==> config.mk <==
export PLATFORM = sky130hd
export DESIGN_NAME = cnn_core_top
export DESIGN_NICKNAME = d
export VERILOG_FILES = /design/src/verilog/cnn_cfg_pkg.sv /design/src/verilog/cnn_state_pkg.sv /design/src/verilog/cnn_core_top.sv /design/src/verilog/conv_pool_unit.sv /design/src/verilog/fc_classifier.sv /design/src/verilog/fc_weight_ram.sv /design/src/verilog/weight_dma.sv
export SDC_FILE = /design/constraint.sdc
export NUM_CORES = 1
export LEC_CHECK = 0
export ABC_CLOCK_PERIOD_IN_PS = 10200
export BUFFER_PORTS_ARGS = -buffer_cell sky130_fd_sc_hd__clkbuf_2
export CAP_MARGIN = 20
export CORE_MARGIN = 1.5
export CORE_UTILIZATION = 64
export DETAILED_ROUTE_END_ITERATION = 8
export GPL_TIMING_DRIVEN = 0
export PLACE_DENSITY = 0.91
export SETUP_SLACK_MARGIN = 0.2
export SLEW_MARGIN = 0
export SYNTH_ARGS = -nofsm -noshare
export SYNTH_HDL_FRONTEND = slang
export SYNTH_HIERARCHICAL = 1
export SYNTH_SLANG_ARGS = --single-unit
==> constraint.sdc <==
create_clock -name clk -period 10.2 [get_ports clk]
set_clock_uncertainty 0.1 [all_clocks]
set_input_delay 1.02 -clock clk [delete_from_list [all_inputs] [get_ports clk]]
set_output_delay 1.02 -clock clk [all_outputs]
set_load 0.02 [all_outputs]
==> src/verilog/cnn_cfg_pkg.sv <==
package cnn_cfg_pkg;

  // row and layer dimensions
  localparam int IMG_LEN       = 16;                   // pixels per row
  localparam int TAP_N         = 3;                    // conv taps
  localparam int FEAT_LEN      = 7;                    // pooled features per row
  localparam int CLASS_N       = 4;                    // output classes
  localparam int FC_WEIGHT_LEN = CLASS_N * FEAT_LEN;   // 28 classifier weights
  localparam int WEIGHT_WORDS  = TAP_N + FC_WEIGHT_LEN; // 31 words per load

  // data widths
  localparam int PIX_W      = 8;   // pixel and feature, unsigned
  localparam int WGT_W      = 8;   // signed weight, low byte of a word
  localparam int WORD_W     = 16;  // external memory word
  localparam int ADDR_W     = 16;  // external memory address
  localparam int FC_ADDR_W  = 5;   // covers 28 ram entries
  localparam int ACC_W      = 20;  // signed mac and conv sum
  localparam int CLASS_W    = 2;   // result index
  localparam int FEAT_SHIFT = 4;   // scaling after relu

endpackage

==> src/verilog/cnn_state_pkg.sv <==
package cnn_state_pkg;

  // weight load controller
  typedef enum logic [1:0] {
    DMA_IDLE  = 2'd0,  // wait for start
    DMA_FETCH = 2'd1,  // issue addresses 0..WEIGHT_WORDS-1
    DMA_DRAIN = 2'd2,  // last word on the bus
    DMA_DONE  = 2'd3   // finish held high
  } dma_state_t;

  // classifier controller
  typedef enum logic [1:0] {
    FC_IDLE = 2'd0,  // wait for a full row
    FC_ACC  = 2'd1,  // mac over one class
    FC_CMP  = 2'd2,  // class total vs best
    FC_OUT  = 2'd3   // result strobe
  } fc_state_t;

endpackage

==> src/verilog/cnn_core_top.sv <==
`timescale 1ns/1ps

module cnn_core_top (
  input  logic                            clk,
  input  logic                            rst_n,
  input  logic                            i_start,
  input  logic [cnn_cfg_pkg::WORD_W-1:0]  i_sram_weight,
  input  logic [cnn_cfg_pkg::PIX_W-1:0]   i_pixel,
  input  logic                            i_pixel_valid,
  output logic                            o_data_ready,
  output logic                            o_dma_finish,
  output logic [cnn_cfg_pkg::ADDR_W-1:0]  o_sram_weight_addr,
  output logic [cnn_cfg_pkg::CLASS_W-1:0] o_result_data,
  output logic                            o_result_data_valid
);

  logic                              tap_we;    // dma to conv taps
  logic [1:0]                        tap_idx;
  logic                              fc_we;     // dma to classifier ram
  logic [cnn_cfg_pkg::FC_ADDR_W-1:0] fc_wr_addr;
  logic [cnn_cfg_pkg::WGT_W-1:0]     wgt_data;  // shared by both write ports
  logic [cnn_cfg_pkg::FC_ADDR_W-1:0] fc_rd_addr;
  logic [cnn_cfg_pkg::WGT_W-1:0]     fc_rd_data;
  logic [cnn_cfg_pkg::PIX_W-1:0]     feat;
  logic                              feat_valid;

  weight_dma u_weight_dma (
    .clk                (clk),
    .rst_n              (rst_n),
    .i_start            (i_start),
    .i_sram_weight      (i_sram_weight),
    .o_sram_weight_addr (o_sram_weight_addr),
    .o_tap_we           (tap_we),
    .o_tap_idx          (tap_idx),
    .o_fc_we            (fc_we),
    .o_fc_addr          (fc_wr_addr),
    .o_wgt_data         (wgt_data),
    .o_dma_finish       (o_dma_finish),
    .o_data_ready       (o_data_ready)
  );

  fc_weight_ram u_fc_weight_ram (
    .clk       (clk),
    .i_we      (fc_we),
    .i_wr_addr (fc_wr_addr),
    .i_wr_data (wgt_data),
    .i_rd_addr (fc_rd_addr),
    .o_rd_data (fc_rd_data)
  );

  conv_pool_unit u_conv_pool_unit (
    .clk           (clk),
    .rst_n         (rst_n),
    .i_enable      (o_dma_finish),  // pixels only after a complete load
    .i_pixel       (i_pixel),
    .i_pixel_valid (i_pixel_valid),
    .i_tap_we      (tap_we),
    .i_tap_idx     (tap_idx),
    .i_tap_data    (wgt_data),
    .o_feat        (feat),
    .o_feat_valid  (feat_valid)
  );

  fc_classifier u_fc_classifier (
    .clk                 (clk),
    .rst_n               (rst_n),
    .i_feat              (feat),
    .i_feat_valid        (feat_valid),
    .i_rd_data           (fc_rd_data),
    .o_rd_addr           (fc_rd_addr),
    .o_result_data       (o_result_data),
    .o_result_data_valid (o_result_data_valid)
  );

endmodule

==> src/verilog/conv_pool_unit.sv <==
`timescale 1ns/1ps

module conv_pool_unit (
  input  logic                          clk,
  input  logic                          rst_n,
  input  logic                          i_enable,
  input  logic [cnn_cfg_pkg::PIX_W-1:0] i_pixel,
  input  logic                          i_pixel_valid,
  input  logic                          i_tap_we,
  input  logic [1:0]                    i_tap_idx,
  input  logic [cnn_cfg_pkg::WGT_W-1:0] i_tap_data,
  output logic [cnn_cfg_pkg::PIX_W-1:0] o_feat,
  output logic                          o_feat_valid
);

  logic signed [cnn_cfg_pkg::WGT_W-1:0] taps [cnn_cfg_pkg::TAP_N];
  logic [cnn_cfg_pkg::PIX_W-1:0]        win_old;   // pixel n-2, on tap 0
  logic [cnn_cfg_pkg::PIX_W-1:0]        win_mid;   // pixel n-1, on tap 1
  logic [cnn_cfg_pkg::PIX_W-1:0]        prev_val;  // first conv output of a pair
  logic [cnn_cfg_pkg::PIX_W-1:0]        conv_val;
  logic [cnn_cfg_pkg::PIX_W-1:0]        pool_max;
  logic [$clog2(cnn_cfg_pkg::IMG_LEN)-1:0] pix_cnt;
  logic                                 accept;
  logic                                 conv_on;
  logic                                 row_last;
  logic signed [cnn_cfg_pkg::ACC_W-1:0] conv_sum;
  logic signed [cnn_cfg_pkg::ACC_W-1:0] scaled;

  assign accept   = i_enable && i_pixel_valid;  // no pixels taken during a load
  assign conv_on  = int'(pix_cnt) >= cnn_cfg_pkg::TAP_N - 1;  // window full
  assign row_last = int'(pix_cnt) == cnn_cfg_pkg::IMG_LEN - 1;

  // pixels zero-extended so they stay positive in the signed mac
  assign conv_sum = taps[0] * $signed({1'b0, win_old})
                  + taps[1] * $signed({1'b0, win_mid})
                  + taps[2] * $signed({1'b0, i_pixel});
  assign scaled   = conv_sum >>> cnn_cfg_pkg::FEAT_SHIFT;

  always_comb begin
    if (conv_sum[cnn_cfg_pkg::ACC_W-1]) begin
      conv_val = '0;                                            // relu
    end else if (|scaled[cnn_cfg_pkg::ACC_W-1:cnn_cfg_pkg::PIX_W]) begin
      conv_val = '1;                                            // clamp to 255
    end else begin
      conv_val = scaled[cnn_cfg_pkg::PIX_W-1:0];
    end
  end

  assign pool_max = (conv_val > prev_val) ? conv_val : prev_val;

  always_ff @(posedge clk or negedge rst_n) begin
    if (!rst_n) begin
      pix_cnt      <= '0;
      o_feat_valid <= 1'b0;
    end else begin
      // odd count closes a pair since conv index is count-2
      o_feat_valid <= accept && conv_on && pix_cnt[0];
      if (!i_enable) begin
        pix_cnt <= '0;                                          // realign rows after reload
      end else if (i_pixel_valid) begin
        pix_cnt <= row_last ? '0 : pix_cnt + 1'b1;
      end
    end
  end

  always_ff @(posedge clk) begin
    if (i_tap_we) begin
      taps[i_tap_idx] <= i_tap_data;
    end
    if (accept) begin
      win_old <= win_mid;
      win_mid <= i_pixel;
      if (conv_on && !pix_cnt[0]) begin
        prev_val <= conv_val;                                   // hold first of pair
      end
      if (conv_on && pix_cnt[0]) begin
        o_feat <= pool_max;
      end
    end
  end

endmodule

==> src/verilog/fc_classifier.sv <==
`timescale 1ns/1ps

module fc_classifier (
  input  logic                              clk,
  input  logic                              rst_n,
  input  logic [cnn_cfg_pkg::PIX_W-1:0]     i_feat,
  input  logic                              i_feat_valid,
  input  logic [cnn_cfg_pkg::WGT_W-1:0]     i_rd_data,
  output logic [cnn_cfg_pkg::FC_ADDR_W-1:0] o_rd_addr,
  output logic [cnn_cfg_pkg::CLASS_W-1:0]   o_result_data,
  output logic                              o_result_data_valid
);

  cnn_state_pkg::fc_state_t state;
  logic [cnn_cfg_pkg::PIX_W-1:0]   cap_buf  [cnn_cfg_pkg::FEAT_LEN];  // row being streamed in
  logic [cnn_cfg_pkg::PIX_W-1:0]   work_buf [cnn_cfg_pkg::FEAT_LEN];  // row being classified
  logic [$clog2(cnn_cfg_pkg::FEAT_LEN)-1:0] cap_cnt;
  logic [$clog2(cnn_cfg_pkg::FEAT_LEN)-1:0] feat_idx;  // feature of the read issued now
  logic [$clog2(cnn_cfg_pkg::FEAT_LEN)-1:0] feat_d;    // feature of the returning weight
  logic [cnn_cfg_pkg::CLASS_W-1:0]  cls;
  logic [cnn_cfg_pkg::CLASS_W-1:0]  best_idx;
  logic                             mac_valid;          // weight on i_rd_data is live
  logic                             row_done;
  logic                             feat_last;
  logic                             cls_last;
  logic signed [cnn_cfg_pkg::ACC_W-1:0] prod;
  logic signed [cnn_cfg_pkg::ACC_W-1:0] acc;
  logic signed [cnn_cfg_pkg::ACC_W-1:0] acc_next;
  logic signed [cnn_cfg_pkg::ACC_W-1:0] best;

  assign row_done  = i_feat_valid && (int'(cap_cnt) == cnn_cfg_pkg::FEAT_LEN - 1);
  assign feat_last = int'(feat_idx) == cnn_cfg_pkg::FEAT_LEN - 1;
  assign cls_last  = int'(cls) == cnn_cfg_pkg::CLASS_N - 1;
  assign prod      = $signed(i_rd_data) * $signed({1'b0, work_buf[feat_d]});
  assign acc_next  = mac_valid ? acc + prod : acc;

  always_ff @(posedge clk or negedge rst_n) begin
    if (!rst_n) begin
      state               <= cnn_state_pkg::FC_IDLE;
      cap_cnt             <= '0;
      feat_idx            <= '0;
      cls                 <= '0;
      mac_valid           <= 1'b0;
      o_rd_addr           <= '0;
      o_result_data       <= '0;
      o_result_data_valid <= 1'b0;
    end else begin
      o_result_data_valid <= 1'b0;
      if (i_feat_valid) begin
        cap_cnt <= row_done ? '0 : cap_cnt + 1'b1;
      end
      case (state)
        cnn_state_pkg::FC_IDLE: begin
          if (row_done) begin                              // work buffer loads same edge
            state     <= cnn_state_pkg::FC_ACC;
            o_rd_addr <= '0;
            feat_idx  <= '0;
            cls       <= '0;
            mac_valid <= 1'b0;
          end
        end
        cnn_state_pkg::FC_ACC: begin
          o_rd_addr <= o_rd_addr + 1'b1;                   // weights are contiguous
          mac_valid <= 1'b1;
          if (feat_last) begin
            feat_idx <= '0;
            state    <= cnn_state_pkg::FC_CMP;
          end else begin
            feat_idx <= feat_idx + 1'b1;
          end
        end
        cnn_state_pkg::FC_CMP: begin
          if (cls_last) begin
            mac_valid <= 1'b0;
            state     <= cnn_state_pkg::FC_OUT;
          end else begin                                   // overlap f=0 read of next class
            cls       <= cls + 1'b1;
            o_rd_addr <= o_rd_addr + 1'b1;
            feat_idx  <= feat_idx + 1'b1;
            mac_valid <= 1'b1;
            state     <= cnn_state_pkg::FC_ACC;
          end
        end
        cnn_state_pkg::FC_OUT: begin
          o_result_data       <= best_idx;                 // held until next result
          o_result_data_valid <= 1'b1;
          state               <= cnn_state_pkg::FC_IDLE;
        end
        default: state <= cnn_state_pkg::FC_IDLE;
      endcase
    end
  end

  always_ff @(posedge clk) begin
    if (i_feat_valid) begin
      cap_buf[cap_cnt] <= i_feat;
    end
    if (row_done) begin                                    // last feature bypasses capture
      for (int f = 0; f < cnn_cfg_pkg::FEAT_LEN - 1; f++) begin
        work_buf[f] <= cap_buf[f];
      end
      work_buf[cnn_cfg_pkg::FEAT_LEN-1] <= i_feat;
    end
    feat_d <= feat_idx;
    if (state == cnn_state_pkg::FC_IDLE || state == cnn_state_pkg::FC_CMP) begin
      acc <= '0;                                           // fresh sum per class
    end else begin
      acc <= acc_next;
    end
    // strictly greater, so a tie keeps the lower class
    if (state == cnn_state_pkg::FC_CMP && (cls == '0 || acc_next > best)) begin
      best     <= acc_next;
      best_idx <= cls;
    end
  end

endmodule

==> src/verilog/fc_weight_ram.sv <==
`timescale 1ns/1ps

module fc_weight_ram (
  input  logic                              clk,
  input  logic                              i_we,
  input  logic [cnn_cfg_pkg::FC_ADDR_W-1:0] i_wr_addr,
  input  logic [cnn_cfg_pkg::WGT_W-1:0]     i_wr_data,
  input  logic [cnn_cfg_pkg::FC_ADDR_W-1:0] i_rd_addr,
  output logic [cnn_cfg_pkg::WGT_W-1:0]     o_rd_data
);

  // class-major layout, class c feature f at c*FEAT_LEN+f
  logic [cnn_cfg_pkg::WGT_W-1:0] mem [cnn_cfg_pkg::FC_WEIGHT_LEN];

  // write side, filled by the dma
  always_ff @(posedge clk) begin
    if (i_we) begin
      mem[i_wr_addr] <= i_wr_data;
    end
  end

  // read side, data one cycle after address
  always_ff @(posedge clk) begin
    o_rd_data <= mem[i_rd_addr];
  end

endmodule

==> src/verilog/weight_dma.sv <==
`timescale 1ns/1ps

module weight_dma (
  input  logic                              clk,
  input  logic                              rst_n,
  input  logic                              i_start,
  input  logic [cnn_cfg_pkg::WORD_W-1:0]    i_sram_weight,
  output logic [cnn_cfg_pkg::ADDR_W-1:0]    o_sram_weight_addr,
  output logic                              o_tap_we,
  output logic [1:0]                        o_tap_idx,
  output logic                              o_fc_we,
  output logic [cnn_cfg_pkg::FC_ADDR_W-1:0] o_fc_addr,
  output logic [cnn_cfg_pkg::WGT_W-1:0]     o_wgt_data,
  output logic                              o_dma_finish,
  output logic                              o_data_ready
);

  cnn_state_pkg::dma_state_t state;
  logic [cnn_cfg_pkg::ADDR_W-1:0] fetch_addr;  // address on the port this cycle
  logic [cnn_cfg_pkg::ADDR_W-1:0] addr_d;      // address of the word now returning
  logic                           rd_valid;    // returning word is real
  logic                           last_addr;
  logic                           is_tap;

  assign last_addr          = int'(fetch_addr) == cnn_cfg_pkg::WEIGHT_WORDS - 1;
  assign o_sram_weight_addr = fetch_addr;

  // decode the returning word to its destination
  assign is_tap     = int'(addr_d) < cnn_cfg_pkg::TAP_N;
  assign o_tap_we   = rd_valid && is_tap;
  assign o_fc_we    = rd_valid && !is_tap;
  assign o_tap_idx  = addr_d[1:0];  // taps sit at 0..2
  assign o_fc_addr  = cnn_cfg_pkg::FC_ADDR_W'(int'(addr_d) - cnn_cfg_pkg::TAP_N);
  assign o_wgt_data = i_sram_weight[cnn_cfg_pkg::WGT_W-1:0];  // weight in low byte

  always_ff @(posedge clk or negedge rst_n) begin
    if (!rst_n) begin
      state        <= cnn_state_pkg::DMA_IDLE;
      fetch_addr   <= '0;
      addr_d       <= '0;
      rd_valid     <= 1'b0;
      o_dma_finish <= 1'b0;
      o_data_ready <= 1'b0;
    end else begin
      addr_d       <= fetch_addr;                          // memory has 1 cycle latency
      rd_valid     <= (state == cnn_state_pkg::DMA_FETCH);
      o_data_ready <= o_dma_finish;                        // ready trails finish by one
      case (state)
        cnn_state_pkg::DMA_IDLE,
        cnn_state_pkg::DMA_DONE: begin
          if (i_start) begin                               // new load, drop both levels
            state        <= cnn_state_pkg::DMA_FETCH;
            fetch_addr   <= '0;
            o_dma_finish <= 1'b0;
            o_data_ready <= 1'b0;
          end else if (state == cnn_state_pkg::DMA_DONE) begin
            o_dma_finish <= 1'b1;                          // held until next start
          end
        end
        cnn_state_pkg::DMA_FETCH: begin
          if (last_addr) begin
            state <= cnn_state_pkg::DMA_DRAIN;             // hold addr, wait for last word
          end else begin
            fetch_addr <= fetch_addr + 1'b1;
          end
        end
        cnn_state_pkg::DMA_DRAIN: state <= cnn_state_pkg::DMA_DONE;
        default:                  state <= cnn_state_pkg::DMA_IDLE;
      endcase
    end
  end

endmodule
After elaboration in Yosys (flattened, before gate mapping)
Memories as Yosys holds them, arrays and structs flattened. A register that Yosys moved wholly into a read port is not among the register bits.
Cells that the tools add are included.
Widths: inputs -> output; s select.
{ "word_totals": {"reg_bits": 135, "ramBits": 360, "out_inout_bits": 21, "word_cells": 138, "mem_count": 4} }
{ "classes": {"n_addsub": 10, "mul": 4, "n_lt_le_gt_ge": 4, "eq_ne": 18, "n_mux": 44, "reduce_logical": 31} }
{ "mem_list": {"columns": ["memory", "depth", "word_bits", "read_ports", "rd_clocked_by_memory_dff", "write_ports", "line_no", "source"], "rows": [
  ["u_fc_weight_ram.mem", 28, 8, 1, 1, 1, "fc_weight_ram.sv:13", "logic [cnn_cfg_pkg::WGT_W-1:0] mem [cnn_cfg_pkg::FC_WEIGHT_LEN];"],
  ["u_fc_classifier.cap_buf", 7, 8, 6, 0, 1, "fc_classifier.sv:15", "logic [cnn_cfg_pkg::PIX_W-1:0] cap_buf [cnn_cfg_pkg::FEAT_LEN];"],
  ["u_fc_classifier.work_buf", 7, 8, 1, 1, 7, "fc_classifier.sv:16", "logic [cnn_cfg_pkg::PIX_W-1:0] work_buf [cnn_cfg_pkg::FEAT_LEN];"],
  ["u_conv_pool_unit.taps", 3, 8, 3, 0, 1, "conv_pool_unit.sv:16", "logic signed [cnn_cfg_pkg::WGT_W-1:0] taps [cnn_cfg_pkg::TAP_N];"]
]} }
{ "ops": {"columns": ["cell", "count"], "rows": [
  ["$mul 8x9->17", 4],
  ["$add 20x20->20", 3],
  ["$mux 16", 2],
  ["$pmux 16 s2", 1],
  ["$mux 8", 3],
  ["$gt 20x20->1", 1],
  ["$mux 20", 1],
  ["$add 16x1->16 const B", 1],
  ["$eq 16x6->1 const B", 1],
  ["$lt 16x2->1 const B", 1],
  ["$mux 1", 15],
  ["$pmux 5 s3", 1],
  ["$mux 2", 7],
  ["$mux 3", 4],
  ["$mux 4", 3],
  ["$reduce_and 2->1", 6],
  ["$mux 5", 2],
  ["$logic_and 1x1->1", 9],
  ["$pmux 3 s3", 1],
  ["$reduce_and 3->1", 3],
  ["$eq 2x2->1 const B", 4],
  ["$gt 8x8->1", 1],
  ["$ne 2x2->1 const B", 4],
  ["$pmux 2 s4", 1],
  ["20 further kinds", 32]
]} }

Depth between registers and ports, before layout
{ "logic_depth": {"depth_word": 8, "mapped_depth": 34} }

Hierarchy
The synthesis kept the hierarchy.
{ "by_module_without_submodules": {"columns": ["mod", "instances", "cells_per_inst", "area_per_inst_um2", "seq_area_each_um2"], "rows": [
  ["conv_pool_unit", 1, 956, 9660.5, 1806.7],
  ["fc_classifier", 1, 784, 9625.5, 4719.5],
  ["fc_weight_ram", 1, 476, 9052.4, 6886.6],
  ["weight_dma", 1, 168, 1890.6, 925.9]
]} }

Worst setup path before layout
OpenSTA, ideal clock, no wires.
{ "synth_timing": {"path_type": "input port to flip-flop", "start": "input port i_pixel[1] (netlist bit)", "end": "register u_conv_pool_unit/o_feat[0] (netlist bit) (data pin)", "setup_ns": 0.265, "arrival_time_ns": 8.290, "required_ns": 9.835, "slack_ns": 1.545, "stages": 29, "path_cell_list": "and2_1 fa_1 inv_1 fa_1 inv_1 fa_1 fa_1 fa_1 fa_1 inv_1 fa_1 inv_1 ha_1 a21o_1 o41a_1 o41a_1 a211oi_2 o211ai_4 a21oi_2 nor2_1 ha_1 nor2b_1 o21a_1 o21ai_0 nand2b_1 a21oi_1 o21ai_0 o21ai_0 o2bb2ai_1"} }
{ "synth_via": {"elab_chain_len": 7} }
{ "synth_lines": {"columns": ["item", "line_no", "source"], "rows": [
  ["from (decl)", "cnn_core_top.sv:8", "input logic [cnn_cfg_pkg::PIX_W-1:0] i_pixel,"],
  ["$mul 8x9->17 *", "conv_pool_unit.sv:36", "+ taps[2] * $signed({1'b0, i_pixel});"],
  ["$add 20x20->20 *", "conv_pool_unit.sv:36", null],
  ["$reduce_or 8->1", "conv_pool_unit.sv:42", "end else if (|scaled[cnn_cfg_pkg::ACC_W-1:cnn_cfg_pkg::PIX_W]) begin"],
  ["$mux 8", "conv_pool_unit.sv:42", null],
  ["$mux 8 *", "conv_pool_unit.sv:40", "if (conv_sum[cnn_cfg_pkg::ACC_W-1]) begin"],
  ["named net u_conv_pool_unit.conv_val, one bit", "conv_pool_unit.sv:20", "logic [cnn_cfg_pkg::PIX_W-1:0] conv_val;"],
  ["$gt 8x8->1 *", "conv_pool_unit.sv:49", "assign pool_max = (conv_val > prev_val) ? conv_val : prev_val;"],
  ["$mux 8 *", "conv_pool_unit.sv:49", null],
  ["named net u_conv_pool_unit.pool_max, one bit", "conv_pool_unit.sv:21", "logic [cnn_cfg_pkg::PIX_W-1:0] pool_max;"],
  ["to (signal assigned)", "conv_pool_unit.sv:77", "o_feat <= pool_max;"],
  ["to (decl)", "conv_pool_unit.sv:12", "output logic [cnn_cfg_pkg::PIX_W-1:0] o_feat,"]
]} }
Mark *: on every way through the listed nets, which the timed path passes. The rest lies on a longest branch.
A chain may end at the register's enable or synchronous reset.

==> results.md <==
- Largest net degree at the start of global routing: between 60 and 70
- Post-cts gate resize count: 0
- CTS tree: built
- Grt ovf: 0
- Crit path DAT: approximately 9.6 ns
- Asr flop ratio synth: roughly an eighth
- NumNets Final: between 2000 and 3000
- Post-synthesis sequential area ratio: between 40% and 50%
- Postcts setup bufs: 0
- Vias in the first global route: approximately 21000
- Post-synth EDFFs: 406
- Vias per cell: roughly 6.2
- CP max FO: 9
- Final TNS setup: 0 ns
- Initial antenna violation count: 0
- Detailed Route Iter0 Violations: ~2200
- Outcome: finished, final reports clean
- RD Place Congestion: just over 0.9
- H-tree Lvls: 2
- DRT Wirelength: roughly 70000 µm
- Cell repeated most along the worst path: fa_1
- Routed Antenna Nets: 0
- Clock latency on the worst-skew pair: between 0.6 and 0.7 ns
- Synth Register Bits: about 500
- Largest family of logic cells by synthesized area: adder cells
- Xor-xnor portion of the synthesized cell area: less than 1%
- Clock root buffer: clkbuf_16
- Gr usage total: between 30 and 40%
- Area share of the largest cell type after synthesis: 40.3%
- Worst-margin pin slew: ~1.1 ns
- GRT met3 Usage: under 10%
- Chip height: 220 µm
- Max-Cap Viols: 0
- Simple-gate share of the synthesized area: 10.5%
- Synth Flop Type: edfxtp_1
- Period utilization: 90.8%
- GRT busiest layer: met2
- RSZ-0062 raised after global routing: false
- Core box area: between 40000 and 50000 µm²
- Hold/Removal Path Class: register to register
- Mux cell area share after synthesis: under 10%
- Die Area: 48500 µm²
- Commonest cells in the netlist: 406 x edfxtp_1, 350 x inv_1, 217 x fa_1, 215 x ha_1, 162 x nand2_1
- Clk buf depth: 3
- Fin. Hold Viols: 0
- Worst-path clk slew: around 0.070 ns
- Critical Path RT: between 10 and 15 ns
- PortBufs: 32
- Cells after Synth: approximately 2400
- # hold bufs at CTS: 0
- Die Width: ~220 µm
- Top-count cell post-synth: edfxtp_1
- Met1 GRT Util: between 30% and 40%
- Post-synth design cell area: around 30000 µm²
- Critical Path Sink Type: register
- Row count: ~80
- Post-synthesis adder-cell area fraction: between 20% and 30%
- Worst Hold Margin: roughly 0.30 ns
- Antenna diode count: 0
- Number of CTS-inserted buffers: between 40 and 50
- CP startpoint kind: register
- GRT met2 Usage: 52.0%
- Fill cells: a little under 3000
- Syn avg cell area: about 13 µm²
- Layout cells sized above 1: under 10%
- DRC viols: 0
- Pins Over Slew Limit: 0
- Dpl hpwl: just under 50000 µm
- Num ports: 49
- Layout Area Growth over Synthesis: 8.77%
- CP Class: register to register
- First-pass GRT wire length: between 100000 and 150000 µm
- Area leader, netlist: edfxtp_1
- DR pass1 iterations: 6
- Wirelength per Cell: 22.5 µm
- Critical path's slowest cell: edfxtp_1
- CTS sink cnt: roughly 500
- Number of library cell types mapped by synthesis: 94
- Synthesized Nets: between 2000 and 3000
- Final setup viols: 0
- Top cells by area, synth: edfxtp_1 40%, fa_1 14%, ha_1 8.9%
- Slew margin rel.: 28.7%
- Total number of vias: 19408
- Ys Warns: 6
- Fmax: ~110 MHz
- Complex-gate fraction of the synthesized area: roughly 6.3%
- Tmin final: about 9.3 ns
- Initial Utilization: ~65%
- Largest stage delay, worst path: just under 0.6 ns
layout make-up:
class,count,area [µm²],area share [%]
sequential,498,14300,43.6
multi-input combinational,1470,14200,43.1
inverter,353,1330,4.03
clock buffer,57,1260,3.82
tap,607,759,2.31
clock inverter,33,410,1.25
buffer,63,408,1.24
timing repair buffer,39,225,0.685
stage by stage:
| step | area [µm²] | std cells | util [%] | setup WS (ns) |
|---|---|---|---|---|
| 3_3_place_gp | 31100 | 3023 | 66.9 | 0.752 |
| 2_1_floorplan | 30200 | 2384 | - | 1.54 |
| 5_1_grt | 32900 | 3120 | 70.6 | 0.383 |
| 3_5_place_dp | 31200 | 3028 | 67.0 | 0.594 |
| 6_report | 32900 | 3120 | 70.6 | 0.941 |
| 4_1_cts | 32900 | 3118 | 70.6 | 1.03 |
per-layer routing:
metal  vias up  routed length (µm)  part of all wire [%]
met5         -                   0                     0
met1      9637               25900                    37
li1       8437                   -                     -
met3       231                5900                   8.4
met2      1103               35300                    50
met4         0                3180                   4.5
worst max-delay path, delay by kind of cell (launching register included):
kind	cells	cell delay, ns
AO/OA/AOI/OAI	7	1.43
AND/OR/NAND/NOR	8	1.79
buffers and inverters	7	1.21
adder cells (fa/ha/maj)	9	3.92
flip-flops	1	0.58
cell usage in the layout (no fill, tap or decap), types with 34 or more instances in the layout:
cell type	Yosys	final
clkbuf_16	0	49
dfrtp_1	61	61
nand3_1	54	54
inv_1	350	349
edfxtp_1	406	406
o21ai_0	43	43
nor2_1	98	98
ha_1	215	215
and2_1	145	145
fa_1	217	217
clkbuf_1	26	34
mux2i_1	84	84
a21oi_1	59	59
nand2_1	162	162
registers in the layout (all words and copies together), names as in the netlist, 4 cells and up, named ones only:
register                         flops
u_conv_pool_unit/win_old             8
u_fc_classifier/acc                 20
u_weight_dma/addr_d                 16
u_fc_weight_ram/mem                224
u_conv_pool_unit/o_feat              8
u_conv_pool_unit/win_mid             8
u_conv_pool_unit/pix_cnt             4
u_fc_weight_ram/o_rd_data            8
u_fc_classifier/cap_buf             48
u_fc_classifier/o_rd_addr            5
u_conv_pool_unit/prev_val            8
u_fc_classifier/work_buf            56
u_weight_dma/o_sram_weight_addr     16
u_conv_pool_unit/taps               24
u_fc_classifier/best                20
path summary, 6_finish.rpt:
check,cells past startpoint,end,slack [ns],start
worst max-delay path,31,u_conv_pool_unit/o_feat[0]$_DFFE_PP_,0.94,u_conv_pool_unit/taps[1][7]$_DFFE_PP_
worst min-delay path,0,u_weight_dma/addr_d[4]$_DFF_PN0_,0.30,u_weight_dma/o_sram_weight_addr[4]$_DFFE_PN0P_
worst max register to register,31,u_conv_pool_unit/o_feat[0]$_DFFE_PP_,0.94,u_conv_pool_unit/taps[1][7]$_DFFE_PP_
worst min register to register,0,u_weight_dma/addr_d[4]$_DFF_PN0_,0.30,u_weight_dma/o_sram_weight_addr[4]$_DFFE_PN0P_
max in group asynchronous,1,u_fc_classifier/cls[0]$_DFFE_PN0P_,8.96,rst_n
min in group asynchronous,1,u_fc_classifier/cap_cnt[2]$_DFFE_PN0P_,0.45,rst_n
kinds of logic after synthesis:
family                     after synthesis
and+or+nand+nor                        603
DFF                                    498
adders and majority gates              432
buffers and inverters                  416
AOI/OAI and AO/OA                      272
muxes                                  136
xor gates and xnor gates                27
Power is left out: the tool's default activity adds up to more than one toggle a clock period on the data nets, which glitch-free logic cannot reach.
